`src/pcie_pkg.sv`:
```
/*
  Shared widths, FIFO sizes, BAR map constants and FSM state types for the
  PCIe endpoint receive glue. Modules import what they need from here.
*/
package pcie_pkg;

  // Receive stream
  localparam int WORD_W         = 32;
  localparam int BAR_HIT_W      = 7;

  // BAR hit bit that selects each path
  localparam int CONTROL_SELECT = 0;
  localparam int DATA_SELECT    = 1;

  // FIFO address widths, 32 and 128 words
  localparam int CTRL_FIFO_AW   = 5;
  localparam int DATA_FIFO_AW   = 7;

  // Configuration space layout
  localparam int NUM_BARS        = 6;
  localparam int BAR_IDX_W       = $clog2(NUM_BARS);
  localparam int BAR_DWADDR_BASE = 4;
  localparam int CFG_DWADDR_W    = 10;

  // Interrupt channel number
  localparam int INT_CHAN_W     = 8;

  // BAR sweep sequencer
  typedef enum logic [1:0] {
    BAR_IDLE,
    BAR_REQ,
    BAR_WAIT
  } bar_state_t;

  // Interrupt request handshake
  typedef enum logic {
    INT_IDLE,
    INT_SEND
  } int_state_t;

endpackage

```
`src/pcie_interrupt_ctrl.sv`:
```
/*
  Interrupt requester. A user strobe latches the channel and raises a request
  to the core, held until the core acknowledges with interrupt ready.
*/
`timescale 1ns/1ns

module pcie_interrupt_ctrl (
  input  logic                            clk_62p5,
  input  logic                            pcie_reset,
  input  logic                            i_interrupt_stb,
  input  logic [pcie_pkg::INT_CHAN_W-1:0] i_interrupt_channel,
  input  logic                            i_cfg_interrupt_rdy,
  output logic                            o_cfg_interrupt,
  output logic [pcie_pkg::INT_CHAN_W-1:0] o_cfg_interrupt_di
);

  import pcie_pkg::*;

  int_state_t            state_q;
  logic [INT_CHAN_W-1:0] chan_q;

  assign o_cfg_interrupt    = (state_q == INT_SEND);
  assign o_cfg_interrupt_di = chan_q;

  always_ff @(posedge clk_62p5) begin
    if (pcie_reset) begin
      state_q <= INT_IDLE;
      chan_q  <= '0;
    end else begin
      case (state_q)
        INT_IDLE: begin
          if (i_interrupt_stb) begin
            chan_q  <= i_interrupt_channel;
            state_q <= INT_SEND;
          end
        end
        INT_SEND: begin
          // Strobes here are dropped, the pending request keeps its channel
          if (i_cfg_interrupt_rdy) begin
            state_q <= INT_IDLE;
          end
        end
        default: state_q <= INT_IDLE;
      endcase
    end
  end

  // Request is held with a steady channel until the core takes it
  assert property (@(posedge clk_62p5) disable iff (pcie_reset)
    (o_cfg_interrupt && !i_cfg_interrupt_rdy)
      |=> (o_cfg_interrupt && $stable(o_cfg_interrupt_di)));

endmodule

```
`config.mk`:
```
export PLATFORM = sky130hd
export DESIGN_NAME = pcie_interrupt_ctrl
export DESIGN_NICKNAME = d
export VERILOG_FILES = /design/src/pcie_pkg.sv /design/src/pcie_interrupt_ctrl.sv
export SDC_FILE = /design/constraint.sdc
export NUM_CORES = 1
export LEC_CHECK = 0
export BUFFER_PORTS_ARGS = -buffer_cell sky130_fd_sc_hd__buf_2
export CORE_AREA = 2 2 39 41
export DETAILED_ROUTE_END_ITERATION = 8
export DIE_AREA = 0 0 41 43
export PLACE_DENSITY = 0.7
export SLEW_MARGIN = 20
export SYNTH_ARGS = -nofsm -noshare
export SYNTH_HDL_FRONTEND = slang
export SYNTH_SLANG_ARGS = --single-unit
```
`constraint.sdc`:
```
create_clock -name clk_62p5 -period 0.9 [get_ports clk_62p5]
set_input_delay 0.18 -clock clk_62p5 [delete_from_list [all_inputs] [get_ports clk_62p5]]
set_output_delay 0.18 -clock clk_62p5 [all_outputs]
set_load 0.03 [all_outputs]
```
**Word-level counts from Yosys, hierarchy flattened**

Cells that the tools add are included.

- Bitwise operators: 1
- Reduce and logical (&&, ||, !) cells: 1
- Multiplexer cells: 3

Operators with widths:

| operator | count |
|---|---|
| 1-bit 2-to-1 mux | 2 |
| 1-bit one-hot mux with 2 select lines | 1 |
| 2-bit AND reduction | 1 |
| 1-bit NOT | 1 |

- Bits in registers: 9
- Bits of input ports: 12
- Output and inout port bits: 9
- Word-level logic and storage cells: 7

**Depth between registers and ports, before layout**

- Word-level depth: 2
- Depth in mapped cells: 3

**Least setup slack after synthesis**

Ideal clock, no wire load.

- Kind: register to register
- Start point: register state_q (netlist: o_cfg_interrupt)
- End point: register chan_q[0] (netlist: o_cfg_interrupt_di[0])
- Arrival time: 1.039 ns
- Library setup time: 0.067 ns
- Path slack: -0.206 ns
- Cell stages (with the launch flop): 4
- Cells stage by stage: dfxtp_1 > buf_4 > and2b_4 > o21ai_2

- Cells in the longest elaborated chain, start to end: 2

Ends and longest elaborated chain:

| what | line | text |
|---|---|---|
| start, declared | pcie_interrupt_ctrl.sv:19 | `int_state_t state_q;` |
| start signal, assigned | pcie_interrupt_ctrl.sv:27 | `state_q <= INT_IDLE;` |
| start signal, assigned | pcie_interrupt_ctrl.sv:34 | `state_q <= INT_SEND;` |
| start signal, assigned | pcie_interrupt_ctrl.sv:40 | `state_q <= INT_IDLE;` |
| 1-bit NOT (no source line) | -- |  |
| 2-bit AND reduction (no source line) | -- |  |
| end signal, assigned | pcie_interrupt_ctrl.sv:33 | `chan_q <= i_interrupt_channel;` |
| end, declared | pcie_interrupt_ctrl.sv:20 | `logic [INT_CHAN_W-1:0] chan_q;` |

No other way between the ends.
A chain may end at the register's enable or synchronous reset.

**Worst setup path after layout**

- Start point: register state_q (netlist: o_cfg_interrupt)
- End point: output port o_cfg_interrupt

RTL lines:

| what | line | text |
|---|---|---|
| end, declared | pcie_interrupt_ctrl.sv:13 | `output logic o_cfg_interrupt,` |

No word-level cell between the ends.

==> summary.md <==
| Metric | Value |
|---|---|
| Post-synth top flop | dfxtp_1 |
| Post-synthesis sequential area ratio | 42.6% |
| Rows | 14 |
| CTS Hold Buffers Added | 0 |
| Final HPWL DP | 613 um |
| Vias in the first global route | ~330 |
| Layout cell share with drive strength beyond 1 | ~70% |
| Buf+Inv Stages, Crit Path | 1 |
| Hold Path Class | in -> reg |
| Reg-to-reg endpoint | o_cfg_interrupt_di[5]$_SDFFE_PP0P_ |
| DIE AREA | 1760 um2 |
| RR Startpoint | o_cfg_interrupt$_SDFF_PP0_ |
| Clock Latency Late Sink | 0.25 ns |
| Number of remaining DRC errors | 0 |
| Avg WL per Cell | 11.5 um |
| Logic gate share of total power | between 20% and 30% |
| FF+latch count, synth | 9 |
| Final hold vios | 0 |
| Setup violators final | 1 |
| Clk_skew | 0.000444 ns |
| Place WS | ~0.036 ns |
| Clock power share | 29.9% |
| Violated checks | negative setup slack |
| Max VDD drop | 668 uV |
| Syn Nets | 50 |
| Cell Pwr Density | 1470 nW/um2 |
| Internal reg-to-reg setup slack | 0.03 ns |
| Worst Setup SP | o_cfg_interrupt$_SDFF_PP0_ |
| Worst-path fanout max | 6 |
| CP Data Required Time | between 0.7 and 0.8 ns |
| Via count | 387 |
| Crit. path cell count | 1 |
| Initial antenna violation count | 0 |
| CTS Buffer Depth | 2 |
| Post-Syn Instances | 38 |
| Final Net Count | 81 |
| Layout area overhead | 62.7% |
| Tcrit/Tclk final | 103% |
| WP data arrival | 0.75 ns |
| Seq pwr share | 44.5% |
| Worst r2r path cells | 2 |
| Routed Antenna Nets | 0 |
| Hold WS | 0.0998 ns |
| Run status | complete, but fails checks |
| RePlAce Congestion | 0.664 |
| Psw | approximately 280 uW |
| Buffers on Ports | 20 |
| Critical path's top delay family | flip-flops |
| Cell Area, Synth | between 400 and 500 um2 |
| Iter 0 DRT Violations | 4 |
| Die Height | around 43 um |
| Synth Area per Inst | 11.1 um2 |
| Most frequent cell after synthesis | dfxtp_1 |
| Minimum clock period | 0.929 ns |
| Internal power | 737 uW |
| Slew @ Worst Pin | 0.214 ns |
| CTS clk-pin slew, worst paths | 0.06 ns |
| Crit start category | flip-flop |
| Sw Share | between 20% and 30% |
| Leak | between 0.2 and 0.3 nW |
| Top cell type's share of synthesized area | 42.6% |
| CP Cell Sequence | buf_6 |
| EDFF count, synth | 0 |
| CP endpoint kind | output port |
| TritonCTS clock tree | yes |
| Core Box Area | between 1000 and 1500 um2 |
| Critical setup path kind | reg -> out |
| Largest net degree at the start of global routing | 18 |
| Clock buffer count from CTS | 3 |
| Slowest cell on the critical path | dfxtp_4 |
| Global-route wire length before repair | 1320 um |
| Cell taking the most area after synthesis | dfxtp_1 |
| Placed cell area | 551 um2 |
| FMAX | 1.08 GHz |
| Synth top cells by count | 9 x dfxtp_1, 8 x nand2b_1, 8 x nand4bb_1, 8 x o21ai_2 |
| H-tree levels | 1 |
| Max-cap violations | 0 |
| Post-synthesis cell type count | 9 |
| Boundary Pins | 21 |
| Finished layout cell area | 688 um2 |
| RSZ-0062 raised after global routing | yes |
| Vias per cell | 4.61 |
| Total global-route track usage | 12.1% |
| Drt first pass iters | 4 |
| Top post-synthesis cells by area | dfxtp_1 43%, nand4bb_1 21%, o21ai_2 17%, nand2b_1 12%, and2b_4 2.4% |
| Ys Warns | 0 |
| Crit path largest cell delay | 0.37 ns |
| Diode count | 0 |
| Slew headroom | 85.7% |
| Routed WL | 968 um |
| Starting Density | 30.6% |
| Slew Limit Fails | 0 |
| Final global-route overflow total | 0 |
| Setup crit end | o_cfg_interrupt |
| Async SR Flop Fraction | 0% |
| Post-route setup slack | -0.0287 ns |
| CTS root buf | clkbuf_4 |
| Die X-Extent | 41 um |
| Sink Count | 9 |
-- area by class of cell --
| type | instances | area, um2 |
|---|---|---|
| fillers | 132 | 696 |
| multi-input cells | 27 | 231 |
| repair buffers | 28 | 216 |
| flip-flops and latches | 9 | 194 |
| clock buffers | 4 | 26.3 |
| well taps | 16 | 20.0 |
-- logic make-up after synthesis --
logic type | count (synthesis) | synth area share, %
and+or+nand+nor | 18 | 36.4
DFF | 9 | 42.6
AOI/OAI and AO/OA | 9 | 18.3
buffers and inverters | 2 | 2.66
-- routing by layer --
layer / track usage, % / share of wire [%]
met1: 14.2 / 45
met2: 15.3 / 46
met3: 3.14 / 6.8
met4: 14.0 / 2.0
met5: 0 / 0
-- stage by stage --
stage / TNS [ns] / std cells / total power, mW / util [%]
floorplan: -0.605 / 38 / 0.586 / -
global placement: 0 / 74 / 0.652 / 39.8
detailed placement: 0 / 74 / 0.655 / 39.8
CTS: -0.0720 / 78 / 1.01 / 46.5
global route: -0.314 / 84 / 1.09 / 49.7
finish: -0.0287 / 84 / 1.01 / 49.7
-- flip-flops by register name (all words and copies together), names as in the netlist --
register,count
o_cfg_interrupt_di,8
o_cfg_interrupt,1
-- power by group through the flow --
| stage | sequential (mW) | combinational (mW) | clock, mW |
|---|---|---|---|
| after global placement | 0.447 | 0.205 | 0 |
| after detailed placement | 0.448 | 0.207 | 0 |
| after CTS | 0.450 | 0.238 | 0.324 |
| final | 0.451 | 0.260 | 0.303 |
| after floorplan | 0.500 | 0.0857 | 0 |
| after global routing | 0.454 | 0.276 | 0.358 |
-- layout by cell type, fill, tap and decap left out --
master     Yosys  final
clkbuf_4       0      3
buf_2          0     11
dfxtp_4        0      1
clkbuf_1       1      1
and2b_4        1      1
buf_6          0      9
a211oi_1       1      1
nor2_1         1      1
nand4bb_1      8      8
buf_4          1      8
dfxtp_2        0      8
nand2b_1       8      8
o21ai_2        8      8
-- worst min-delay path by stage --
stage          cells after the start                 from                          to  slack, ns
5_1_grt                            2  i_cfg_interrupt_rdy  o_cfg_interrupt$_SDFF_PP0_       0.09
4_1_cts                            2  i_cfg_interrupt_rdy  o_cfg_interrupt$_SDFF_PP0_       0.09
3_3_place_gp                       2  i_cfg_interrupt_rdy  o_cfg_interrupt$_SDFF_PP0_       0.37
3_5_place_dp                       2  i_cfg_interrupt_rdy  o_cfg_interrupt$_SDFF_PP0_       0.36
2_1_floorplan                      1  i_cfg_interrupt_rdy  o_cfg_interrupt$_SDFF_PP0_       0.27
6_report                           2  i_cfg_interrupt_rdy  o_cfg_interrupt$_SDFF_PP0_        0.1
-- repair_timing --
action	in CTS	in global routing
pin swaps	0	1
buffers inserted	0	6
setup endpoints to repair	9	12
resized for setup	26	0
Power figures use the tool's default switching activity.
