**config.mk**
```make
export PLATFORM = sky130hd
export DESIGN_NAME = pcie_stream_fifo
export DESIGN_NICKNAME = d
export VERILOG_FILES = /design/src/pcie_pkg.sv /design/src/pcie_stream_fifo.sv
export SDC_FILE = /design/constraint.sdc
export NUM_CORES = 1
export LEC_CHECK = 0
export ABC_CLOCK_PERIOD_IN_PS = 8550
export BUFFER_PORTS_ARGS = -buffer_cell sky130_fd_sc_hd__buf_2
export CAP_MARGIN = 20
export CORE_ASPECT_RATIO = 0.75
export CORE_MARGIN = 8
export CORE_UTILIZATION = 60
export DETAILED_ROUTE_END_ITERATION = 10
export PLACE_DENSITY = 0.77
export SYNTH_ARGS = -nofsm -noshare
export SYNTH_HDL_FRONTEND = slang
export SYNTH_SLANG_ARGS = --single-unit
```
**constraint.sdc**
```tcl
create_clock -name clk_62p5 -period 8.55 [get_ports clk_62p5]
set_input_delay 1.71 -clock clk_62p5 [delete_from_list [all_inputs] [get_ports clk_62p5]]
set_output_delay 1.71 -clock clk_62p5 [all_outputs]
set_load 0.05 [all_outputs]
```
**src/pcie_pkg.sv**
```systemverilog
/*
  Shared widths, FIFO sizes, BAR map constants and FSM state types for the
  PCIe endpoint receive glue. Modules import what they need from here.
*/
package pcie_pkg;

  // Receive stream
  localparam int WORD_W         = 32;
  localparam int BAR_HIT_W      = 7;

  // BAR hit bit that selects each path
  localparam int CONTROL_SELECT = 0;
  localparam int DATA_SELECT    = 1;

  // FIFO address widths, 32 and 128 words
  localparam int CTRL_FIFO_AW   = 5;
  localparam int DATA_FIFO_AW   = 7;

  // Configuration space layout
  localparam int NUM_BARS        = 6;
  localparam int BAR_IDX_W       = $clog2(NUM_BARS);
  localparam int BAR_DWADDR_BASE = 4;
  localparam int CFG_DWADDR_W    = 10;

  // Interrupt channel number
  localparam int INT_CHAN_W     = 8;

  // BAR sweep sequencer
  typedef enum logic [1:0] {
    BAR_IDLE,
    BAR_REQ,
    BAR_WAIT
  } bar_state_t;

  // Interrupt request handshake
  typedef enum logic {
    INT_IDLE,
    INT_SEND
  } int_state_t;

endpackage

```
**src/pcie_stream_fifo.sv**
```systemverilog
/*
  Synchronous valid/ready FIFO holding a data word and its last flag.
  Depth is 2**ADDR_W. A word written on one edge can leave on the next.
*/
`timescale 1ns/1ns

module pcie_stream_fifo #(
  parameter int ADDR_W = 5
) (
  input  logic                        clk_62p5,
  input  logic                        pcie_reset,
  input  logic [pcie_pkg::WORD_W-1:0] i_data,
  input  logic                        i_last,
  input  logic                        i_valid,
  output logic                        o_ready,
  output logic [pcie_pkg::WORD_W-1:0] o_data,
  output logic                        o_last,
  output logic                        o_valid,
  input  logic                        i_ready
);

  import pcie_pkg::*;

  // Last flag sits in the top bit of each entry
  logic [WORD_W:0]   mem [0:(1 << ADDR_W) - 1];
  logic [ADDR_W-1:0] wr_ptr_q;
  logic [ADDR_W-1:0] rd_ptr_q;
  logic [ADDR_W:0]   count_q;
  logic              wr_en;
  logic              rd_en;

  // Top count bit set means full
  assign o_ready = ~count_q[ADDR_W];
  assign o_valid = (count_q != '0);

  assign wr_en = i_valid & o_ready;
  assign rd_en = o_valid & i_ready;

  assign o_data = mem[rd_ptr_q][WORD_W-1:0];
  assign o_last = mem[rd_ptr_q][WORD_W];

  always_ff @(posedge clk_62p5) begin
    if (wr_en) begin
      mem[wr_ptr_q] <= {i_last, i_data};
    end
  end

  always_ff @(posedge clk_62p5) begin
    if (pcie_reset) begin
      wr_ptr_q <= '0;
      rd_ptr_q <= '0;
      count_q  <= '0;
    end else begin
      if (wr_en) begin
        wr_ptr_q <= wr_ptr_q + 1'b1;
      end
      if (rd_en) begin
        rd_ptr_q <= rd_ptr_q + 1'b1;
      end
      case ({wr_en, rd_en})
        2'b10:   count_q <= count_q + 1'b1;
        2'b01:   count_q <= count_q - 1'b1;
        default: count_q <= count_q;
      endcase
    end
  end

  // A write reaches the head slot only when the FIFO is empty
  assert property (@(posedge clk_62p5) disable iff (pcie_reset)
    (wr_en && (wr_ptr_q == rd_ptr_q)) |-> (count_q == '0));

  // Head word holds still while the consumer stalls
  assert property (@(posedge clk_62p5) disable iff (pcie_reset)
    (o_valid && !i_ready) |=> ($stable(o_data) && $stable(o_last)));

endmodule

```
After elaboration in Yosys (flattened, before gate mapping)
Memories as Yosys holds them, arrays and structs flattened. A register that Yosys moved wholly into a read port is not among the register bits. Cells that the tools add are included.

Mux-type cells: 5. Reduce and logical (&&, ||, !) cells: 2. Bitwise operators: 3. Eq/ne operators: 2. $add $sub $neg: 4.

Operators with widths (number): one-hot mux 6 bit (2 select lines) (1); adder 5 x 1 -> 5 bit (second input constant) (2); 2-to-1 mux 5 bit (2); adder 6 x 1 -> 6 bit (second input constant) (1); nonzero test 6 bit (1); subtractor 6 x 1 -> 6 bit (second input constant) (1); AND 1 bit (2); equality test 2 x 1 -> 1 bit (second input constant) (1); equality test 2 bit (second input constant) (1); 2-to-1 mux 1 bit (2); nonzero test 2 bit (1); NOT 1 bit (1).

Memories: 1. Output and inout port bits: 35. Bits in writable memories: 1056. Logic and storage cells: 20. Input port bits: 37. Register bits: 16.

Memories: mem (words 32, width 33, rd ports 1, clocked after memory_dff 1, write ports 1, line pcie_stream_fifo.sv:25) `logic [WORD_W:0] mem [0:(1 << ADDR_W) - 1];`.

Logic depth before layout (Yosys ltp)
Word-level depth: 4. Depth in mapped cells: 12. Mapped depth without buffers: 10.

Least setup slack after synthesis
No wires, ideal clock.

Kind: register to output. Start: register (tool-made name). End: output port o_data[10] (netlist bit). Required time: 6.840 ns. Arrival time: 2.648 ns. Slack: 4.192 ns. Cell stages (with the launch flop): 7. Buffers on the path: 3. Cell sequence: dfxtp_1 > buf_2 > or3_1 > buf_1 > clkbuf_1 > o22ai_1 > nor4_1.

RTL lines: to (decl) (line pcie_stream_fifo.sv:16) `output logic [pcie_pkg::WORD_W-1:0] o_data,`.

==> results.sh <==
export IMPL_outcome="complete, no violations"
export IMPL_dp_cells=2651
export IMPL_ant_nets=0
export IMPL_nFillCells=3874
export IMPL_hpwl_mm=47.2
export IMPL_area_growth_pct=11.2
export IMPL_synth_seq_cells=1077
export IMPL_chipHeight_um=242
export IMPL_timing_rr_end="mem[3][6]"
export IMPL_cts_setup_buffers=0
export IMPL_worstPathMaxFanout=118
export IMPL_critPathLaunchType="flop"
export IMPL_synth_top_area_share_pct=77.9
export IMPL_drc=0
export IMPL_powerDensity_nw_per_um2=269
export IMPL_die_w_um=317
export IMPL_grt_pass1_vias=20000
export IMPL_fp_dieArea_sq_um=76500
export IMPL_start_util_pct=60.7
export IMPL_synth_cells=1753
export IMPL_crit_type="flop to output pin"
export IMPL_fin_cells=2828
export IMPL_grt_pass1_wl_mm=139
export IMPL_cts_tree="done"
export IMPL_syn_area_sq_um=40700
export IMPL_yosys_warnings=0
export IMPL_finalCritPeriodShare_pct=63.0
export IMPL_rsz0062_at_grt="no"
export IMPL_min_period_ns=5.38
export IMPL_coreArea_sq_um=67000
export IMPL_synth_seq_area_share_pct=78.9
export IMPL_place_gp_congestion=0.761
export IMPL_grt_max_degree=119
export IMPL_drtPass1Iterations=5
export IMPL_rows=82
export IMPL_clock_fmax_mhz=186
export IMPL_hold_viol_final=0
export IMPL_io_pins=72
export IMPL_timing_rr_start="count_q[5]"
export IMPL_postCtsHoldBufs=0
export IMPL_async_flop_share_pct=0
export IMPL_worstSkewPairLatency_ns=0.66
export IMPL_fin_skew_ns=0.0195
export IMPL_synth_top_cells_by_area="edfxtp_1 78%, mux4_2 14%, o22ai_1 2.0%"
export IMPL_synth_nets=1798
export IMPL_slew_violations=0
export IMPL_vias=19700
export IMPL_peakVddDrop_mv=0.163
export IMPL_first_iter_violations=2988
export IMPL_ctsResizeCount=0
export IMPL_post_drt_wl_per_cell_um=34.5
export IMPL_synth_cell_types=46
export IMPL_cts_made_buffers=96
export IMPL_antenna_found_initial=3
export IMPL_cp_data_required_time_ns=6.84
export IMPL_drv_cap=0
export IMPL_nets=1913
export IMPL_hp_class="flop to flop"
export IMPL_synth_flop_cell="edfxtp_1"
export IMPL_reg2reg_depth=4
export IMPL_total_power_w=0.0122
export IMPL_cp_endpoint="o_data[3]"
export IMPL_cp_arrival_ns=3.67
export IMPL_multi_input_area_sq_um=8120
export IMPL_synth_edff_count=1056
export IMPL_p_leak_nw=13.7
export IMPL_viasPerCell=6.98
export IMPL_tns_ns=0
export IMPL_seqCellArea_sq_um=32100
export IMPL_clk_path_buf_depth=3
export IMPL_slew_headroom_pct=31.8
export IMPL_drive_gt1_share_pct=28.3
export IMPL_cts_root_buf="clkbuf_16"
export IMPL_whs_ns=0.576
export IMPL_synth_area_per_cell_sq_um=23.2
export IMPL_clk_pin_slew_worst_paths_ns=0.06
export IMPL_cp_end_kind="output pin"
export IMPL_tightest_slew_ns=1.02
export IMPL_port_buffer_count=71
export IMPL_routed_wl_mm=97.6
export IMPL_setup_violations=0
export IMPL_yosys_area_top_type="edfxtp_1"
export IMPL_grt_total_usage_pct=25.3
export IMPL_htreeDepth=3
export IMPL_overflow=0
export IMPL_r2r_setup_slack_ns=5.03
export IMPL_cts_num_sinks=1077
-- worst max-delay path, cell delays in order (launching register included) --
cell	delay, ns
dfxtp_4	0.54
buf_12	0.69
mux4_2	0.40
o22ai_1	0.10
nor4_1	0.74
buf_2	0.40
-- cells in the mapped netlist (3+ instances only) --
master / number
a21oi_1: 5
and2_1: 3
buf_2: 37
buf_6: 29
clkbuf_1: 27
dfxtp_1: 21
edfxtp_1: 1056
ha_1: 8
inv_1: 7
mux4_1: 9
mux4_2: 255
nand2_1: 9
nand2b_1: 3
nand3_1: 3
nand3b_1: 7
nand4_1: 3
nor2_1: 51
nor4_1: 33
o2111ai_1: 4
o21ai_0: 3
o22ai_1: 132
or3_1: 5
or3b_2: 4
xor2_1: 11
-- state kept, by name, summed over array words and instances (netlist names), named ones only --
name      count
rd_ptr_q      5
wr_ptr_q      5
count_q       6
mem        1056
-- cell type report --
class | count | share of cell area [%]
Sequential cell | 1077 | 71.0
Inverter | 7 | 0.0580
Timing Repair Buffer | 117 | 1.73
Antenna cell | 2 | 0.0111
Tap cell | 882 | 2.44
Clock inverter | 55 | 1.21
Multi-Input combinational cell | 569 | 17.9
Clock buffer | 119 | 5.64
-- routing by layer --
| metal | part of all wire (%) | up-vias | global-route usage (%) |
|---|---|---|---|
| met2 | 48 | 1530 | 39.6 |
| met3 | 12 | 201 | 5.50 |
| met4 | 3.3 | 2 | 8.31 |
| li1 | - | 7787 | - |
| met5 | 0.013 | - | 0 |
| met1 | 37 | 10200 | 36.0 |
-- logic make-up after synthesis --
logic type      synth area share (%)
simple gates                    1.70
fa+ha+maj                      0.246
compound gates                  2.36
xor+xnor                       0.258
mux                             14.8
buf+inv                         1.72
flops                           78.9
-- cell usage in the layout (no fill, tap or decap), types with 16 or more instances in the layout --
cell type / synthesis / final
edfxtp_1: 1056 / 1056
mux4_2: 255 / 255
o22ai_1: 132 / 132
clkbuf_16: 0 / 99
buf_2: 37 / 71
buf_4: 1 / 40
nor4_1: 33 / 33
nor2_4: 0 / 32
clkinv_1: 0 / 20
clkbuf_1: 27 / 20
nor2_1: 51 / 19
dfxtp_1: 21 / 19
clkinv_2: 0 / 16
-- how the worst min path moves through the flow --
stage | start | endpoint | cells past startpoint
floorplan | rd_ptr_q[4] | flop | 2
global placement | rd_ptr_q[4] | rd_ptr_q[4] | 2
detailed placement | rd_ptr_q[3] | rd_ptr_q[3] | 2
CTS | rd_ptr_q[3] | rd_ptr_q[3] | 2
global route | rd_ptr_q[3] | rd_ptr_q[3] | 2
finish | rd_ptr_q[3] | rd_ptr_q[3] | 2
-- power by group --
part | internal, W | leakage, nW | switching (W)
clock network | 0.00240 | 1.51 | 0.00189
registers | 0.00589 | 9.68 | 0.0000703
logic | 0.000816 | 2.52 | 0.00113
-- through the flow --
stage	cell area [sq um]	setup WS [ns]	utilization, %
3_3_place_gp	42100	3.55	62.9
2_1_floorplan	40700	4.19	-
5_1_grt	45300	2.93	67.6
4_1_cts	45200	2.87	67.5
6_report	45300	3.17	67.6
3_5_place_dp	42100	3.58	62.9
No activity file was read; power rests on OpenSTA's default activity.
