**src/pcie_pkg.sv**
```systemverilog
/*
  Shared widths, FIFO sizes, BAR map constants and FSM state types for the
  PCIe endpoint receive glue. Modules import what they need from here.
*/
package pcie_pkg;

  // Receive stream
  localparam int WORD_W         = 32;
  localparam int BAR_HIT_W      = 7;

  // BAR hit bit that selects each path
  localparam int CONTROL_SELECT = 0;
  localparam int DATA_SELECT    = 1;

  // FIFO address widths, 32 and 128 words
  localparam int CTRL_FIFO_AW   = 5;
  localparam int DATA_FIFO_AW   = 7;

  // Configuration space layout
  localparam int NUM_BARS        = 6;
  localparam int BAR_IDX_W       = $clog2(NUM_BARS);
  localparam int BAR_DWADDR_BASE = 4;
  localparam int CFG_DWADDR_W    = 10;

  // Interrupt channel number
  localparam int INT_CHAN_W     = 8;

  // BAR sweep sequencer
  typedef enum logic [1:0] {
    BAR_IDLE,
    BAR_REQ,
    BAR_WAIT
  } bar_state_t;

  // Interrupt request handshake
  typedef enum logic {
    INT_IDLE,
    INT_SEND
  } int_state_t;

endpackage

```
**src/pcie_bar_reader.sv**
```systemverilog
/*
  Configuration-space sequencer. A strobe starts a sweep that reads BAR0 to
  BAR5 one at a time through the core's config read port and holds the values.
*/
`timescale 1ns/1ns

module pcie_bar_reader (
  input  logic                              clk_62p5,
  input  logic                              pcie_reset,
  input  logic                              i_read_bar_stb,
  input  logic [pcie_pkg::WORD_W-1:0]       i_cfg_do,
  input  logic                              i_cfg_rd_wr_done,
  output logic                              o_cfg_rd_en,
  output logic [pcie_pkg::CFG_DWADDR_W-1:0] o_cfg_dwaddr,
  output logic                              o_bar_busy,
  output logic [pcie_pkg::WORD_W-1:0]       o_bar_addr0,
  output logic [pcie_pkg::WORD_W-1:0]       o_bar_addr1,
  output logic [pcie_pkg::WORD_W-1:0]       o_bar_addr2,
  output logic [pcie_pkg::WORD_W-1:0]       o_bar_addr3,
  output logic [pcie_pkg::WORD_W-1:0]       o_bar_addr4,
  output logic [pcie_pkg::WORD_W-1:0]       o_bar_addr5
);

  import pcie_pkg::*;

  bar_state_t           state_q;
  logic [BAR_IDX_W-1:0] bar_idx_q;
  logic                 rd_en_q;
  logic [WORD_W-1:0]    bar_q [0:NUM_BARS-1];

  // BARn lives at dword BAR_DWADDR_BASE + n
  assign o_cfg_dwaddr = CFG_DWADDR_W'(BAR_DWADDR_BASE + bar_idx_q);
  assign o_cfg_rd_en  = rd_en_q;
  assign o_bar_busy   = (state_q != BAR_IDLE);

  assign o_bar_addr0 = bar_q[0];
  assign o_bar_addr1 = bar_q[1];
  assign o_bar_addr2 = bar_q[2];
  assign o_bar_addr3 = bar_q[3];
  assign o_bar_addr4 = bar_q[4];
  assign o_bar_addr5 = bar_q[5];

  always_ff @(posedge clk_62p5) begin
    if (pcie_reset) begin
      state_q   <= BAR_IDLE;
      bar_idx_q <= '0;
      rd_en_q   <= 1'b0;
      for (int i = 0; i < NUM_BARS; i++) begin
        bar_q[i] <= '0;
      end
    end else begin
      case (state_q)
        BAR_IDLE: begin
          if (i_read_bar_stb) begin
            bar_idx_q <= '0;
            rd_en_q   <= 1'b1;
            state_q   <= BAR_REQ;
          end
        end
        BAR_REQ: begin
          // Read stays posted until the core reports done
          if (i_cfg_rd_wr_done) begin
            bar_q[bar_idx_q] <= i_cfg_do;
            rd_en_q          <= 1'b0;
            state_q          <= BAR_WAIT;
          end
        end
        BAR_WAIT: begin
          // One idle cycle between reads
          if (bar_idx_q == BAR_IDX_W'(NUM_BARS - 1)) begin
            state_q <= BAR_IDLE;
          end else begin
            bar_idx_q <= bar_idx_q + 1'b1;
            rd_en_q   <= 1'b1;
            state_q   <= BAR_REQ;
          end
        end
        default: begin
          rd_en_q <= 1'b0;
          state_q <= BAR_IDLE;
        end
      endcase
    end
  end

  // Read enable only ever appears inside a sweep
  assert property (@(posedge clk_62p5) disable iff (pcie_reset)
    (state_q == BAR_IDLE) |-> !o_cfg_rd_en);

endmodule

```
**config.mk**
```make
export PLATFORM = sky130hd
export DESIGN_NAME = pcie_bar_reader
export DESIGN_NICKNAME = d
export VERILOG_FILES = /design/src/pcie_pkg.sv /design/src/pcie_bar_reader.sv
export SDC_FILE = /design/constraint.sdc
export NUM_CORES = 1
export LEC_CHECK = 0
export ABC_CLOCK_PERIOD_IN_PS = 3600
export BUFFER_PORTS_ARGS = -buffer_cell sky130_fd_sc_hd__buf_2
export CORE_MARGIN = 4
export CORE_UTILIZATION = 40
export DETAILED_ROUTE_END_ITERATION = 7
export PLACE_DENSITY = 0.66
export SETUP_SLACK_MARGIN = 0.15
export SYNTH_ARGS = -nofsm -noshare
export SYNTH_HDL_FRONTEND = slang
export SYNTH_SLANG_ARGS = --single-unit
```
**constraint.sdc**
```tcl
create_clock -name clk_62p5 -period 3.6 [get_ports clk_62p5]
set_clock_uncertainty 0.2 [all_clocks]
set_input_delay 0.36 -clock clk_62p5 [delete_from_list [all_inputs] [get_ports clk_62p5]]
set_output_delay 0.36 -clock clk_62p5 [all_outputs]
set_load 0.05 [all_outputs]
```
* Yosys cells after proc, flatten, opt, wreduce, memory -nomap -nowiden *
Memory sizes are Yosys's and may differ from the RTL's.
Cells that the tools add are included.
Widths: inputs -> output; s select.

cells by class
  add/subtract/negate cells = 2
  eq/ne operators = 6
  multiplexer cells = 20
  reductions and logical operators = 7

operator list
  cell                 count
  $mux 32              1
  $reduce_or 32->1     1
  $mux 1               11
  $mux 3               3
  $ne 2x2->1 const B   3
  $pmux 2 s3           1
  $pmux 3 s2           1
  $reduce_and 3->1     2
  $add 3x3->4 const A  1
  $mux 2               2
  $reduce_bool 2->1    2
  $add 3x1->3 const B  1
  $eq 3x3->1 const B   1
  $pmux 1 s3           1
  $eq 2x1->1 const B   1
  $eq 2x2->1 const B   1
  $logic_not 2->1      1
  $reduce_and 2->1     1

storage, ports and cells
  memories kept = 1
  bits of input ports = 36
  output and inout bits = 204
  bits in registers = 6
  word-level logic and storage cells = 39
  memory bits (writable) = 192

memory list
  memory  depth  width  rd ports  clocked after Yosys merged registers in  write ports  line                   RTL
  bar_q   6      32     6         0                                        6            pcie_bar_reader.sv:29  logic [WORD_W-1:0] bar_q [0:NUM_BARS-1];

* Depth between registers and ports, before layout *
  depth in word-level cells = 6
  gate-level depth with buffers = 5
  depth with buffers taken out = 5

* Worst setup path after synthesis *
Ideal clock, no wire load.

  kind = register to register
  from = reg bar_idx_q[2]
  to = mem bar_q[3][0], enable pin
  clock period less this slack = 2.478 ns
  setup time = 0.375 ns
  path buffers = 1
  required time = 3.025 ns
  arrival = 1.903 ns
  cell stages (with the launch flop) = 5
  path slack = 1.122 ns
  path through = dfxtp_1 > buf_2 > inv_1 > and4_4 > or2_2

RTL lines
  what                    line                   RTL
  start, declared         pcie_bar_reader.sv:27  logic [BAR_IDX_W-1:0] bar_idx_q;
  start signal, assigned  pcie_bar_reader.sv:73  bar_idx_q <= bar_idx_q + 1'b1;
  end, declared           pcie_bar_reader.sv:29

==> metrics.txt <==
clk sinks=between 150 and 200; antenna-violating nets left=0; die area=between 0.02 and 0.025 mm²; CP required=around 3.5 ns; Synth-to-Final Area Change=25.6%; RR Startpoint=state_q[0]$_SDFFE_PP0P_; leak pwr=0.00409 µW; CTS Buffer Depth=2; P per Cell Area=about 530 mW/mm²; most common cell after layout, fill and taps aside=buf_2; Ys Warns=0; CORE AREA=~0.019 mm²; Avg Inst Size Synth=between 15 and 20 µm²; crit end category=flip-flop; DP Area=roughly 0.009 mm²; final hold vios=0; Max Used Layer=met4; Post-CTS Resized=0; vias in the first global route=4675; cts-stage hold buffer count=0; Final Instance Area=0.00951 mm²; total length of routed met2 wires=9.34 mm; multi-input combinational cell area=0.00152 mm²; Ant. Diodes=0; global-route wire length before repair=approximately 29 mm; Seq/Total Area, Yosys=between 70% and 80%; Setup Crit Path Kind=flip-flop to flip-flop; I/O pin count=240; DRT Wirelength=18.6 mm; Mapped Cells=around 460; Register-to-Register Path Depth=4; Post-CTS Setup Bufs=0; Hold Path Sink=o_cfg_rd_en$_SDFFE_PP0P_; max_cap viols=0; minimum clock period=2.37 ns; most frequent cells in the layout=233 x buf_2, 192 x edfxtp_1, 190 x and2_1, 17 x clkbuf_16; Via density=around 4.7; share of cells above drive strength 1=roughly two fifths; CP bufs+invs=1; initial antenna violation count=0; Tot Pwr=between 5000 and 6000 µW; #FFs+latches synth=approximately 200; RSZ-0062 raised after global routing=no; final setup fails=0; clk root buf=clkbuf_16; final worst slack=approximately 1.2 ns; GPL Wtd Cong=about 0.81; largest net degree at the start of global routing=35; FF-to-FF setup slack=1.23 ns; slowest stage delay, CP=roughly 0.44 ns; period utilization=between 60% and 70%; Clock Latency Late Sink=between 0.4 and 0.5 ns; startpoint of the worst hold path=pcie_reset; setup tns final=0 ns; CP arrival=around 2.3 ns; metal3 WL=about 1.3 mm; FF/Latch Area=about 0.0059 mm²; Slew headroom=between 30% and 40%; Syn Std Cell Area=between 0.007 and 0.008 mm²; Worst-Margin Slew=0.910 ns; dpl cells=roughly 910; CTS tree=built; Nets=between 700 and 800; Crit Reg-Reg Endpoint=bar_q[1][1]$_SDFFCE_PN0P_; Synth cell types=29; dpl ws=slightly above 1 ns; crit path cell chain=and4bb_1 -> and3_4 -> or2_2 -> buf_12; WL met1=7.58 mm; startpoint types=flip-flop; Hold Crit Class=input port to flip-flop; total gr overflow=0; height of the chip=~150 µm; final std cells w/o fill=around 940; clk slew on worst S/H paths=0.07 ns; outcome=finished, final reports clean; Vias=approximately 4400; DP HPWL=12.8 mm; wire per inst=~20 µm; port bufs=between 200 and 250; slowest stage cell, crit path=dfxtp_1; Std-Cell Rows=50; Num CTS Buffers=17; drt initial violations=roughly 240; CP max FO=33; Die W=between 100 and 150 µm; DRC=0; H-tree levels=4; GRT Overall Usage=17.8%; CP delay by family, top=simple AND/OR/NAND/NOR gates; Slew Viols, Final=0; Fillers=~1600; drt pass-1 iters=4; top achievable clock speed=roughly 0.42 GHz; Initial Util=approximately two fifths; Max IR drop VDD=0.329 mV; Hold Crit Depth=2
per-stage QoR:
stage,utilization (%),hold slack [ns]
after floorplan,-,0.313
after global routing,51.0,0.0262
after detailed placement,48.0,0.260
after CTS,51.0,0.0163
final,51.0,0.0275
after global placement,48.0,0.260
layer usage:
| layer | GRT usage (%) | up-vias |
|---|---|---|
| li1 | - | 2056 |
| met4 | 6.27 | 0 |
| met1 | 22.0 | 2145 |
| met5 | 0 | - |
| met3 | 4.89 | 23 |
| met2 | 30.3 | 204 |
cells in the mapped netlist:
cell	count	area, µm²
ha_1	2	25.0
nor2_1	1	3.75
nand2_1	1	3.75
o21ai_0	4	20.0
o21bai_1	1	7.51
a21oi_1	5	25.0
inv_1	2	7.51
and3_4	3	33.8
or4b_1	2	20.0
and2b_2	1	8.76
buf_6	6	67.6
and2_2	2	15.0
or2_2	6	37.5
clkbuf_1	4	15.0
and4bb_1	1	12.5
buf_4	7	52.6
and3_2	1	7.51
and2_1	190	1190
nor4b_4	1	23.8
nand3b_1	1	7.51
a41o_1	2	20.0
dfxtp_1	6	120
buf_2	10	50.1
conb_1	1	3.75
and4_4	1	11.3
nand2b_1	1	6.26
xor2_1	1	8.76
edfxtp_1	192	5770
nor2b_1	1	6.26
area by class of cell:
type,count,share of cell area [%]
sequential,198,61.9
timing repair buffer,239,13.0
multi-input combinational,234,16.0
clock buffer,17,4.47
clock inverter,14,1.56
tap,234,3.08
inverter,2,0.0789
worst max path at each step:
stage                         startpoint                          to  slack, ns  depth (start not counted)
2_1_floorplan  bar_idx_q[2]$_SDFFE_PP0P_   bar_q[3][0]$_SDFFCE_PN0P_       1.12                          4
3_3_place_gp                  pcie_reset  bar_q[2][16]$_SDFFCE_PN0P_       1.12                          4
3_5_place_dp                  pcie_reset   bar_q[1][6]$_SDFFCE_PN0P_       1.02                          5
4_1_cts          state_q[0]$_SDFFE_PP0P_  bar_q[1][19]$_SDFFCE_PN0P_       1.19                          4
5_1_grt          state_q[0]$_SDFFE_PP0P_  bar_q[0][18]$_SDFFCE_PN0P_       1.07                          4
6_report         state_q[0]$_SDFFE_PP0P_   bar_q[1][1]$_SDFFCE_PN0P_       1.23                          4
power by group:
group	switching [µW]	total, µW	leakage, µW	internal (µW)
combinational	465	561	0.00178	95.9
clock	899	1820	0.000270	917
sequential	34.9	2650	0.00203	2610
kinds of logic (layout without fill, tap and decap cells):
kind of cell | after synthesis | after routing | share of synthesized area [%]
fa+ha+maj | 2 | 2 | 0.330
buf+inv | 29 | 272 | 2.54
flops | 198 | 198 | 77.7
simple gates | 213 | 213 | 18.3
compound gates | 12 | 12 | 0.958
other cells | 1 | 6 | 0.0495
xor+xnor | 1 | 1 | 0.116
flip-flops by register name (all words and copies together), names as in the netlist:
name         cells
bar_q          192
bar_idx_q        3
state_q          2
o_cfg_rd_en      1
worst register-to-register path: cells and delay by family, from the launching register on:
kind	cells	cell delay (ns)
simple gates	3	1.20
flops	1	0.44
buf+inv	1	0.23
Power figures use the tool's default switching activity.
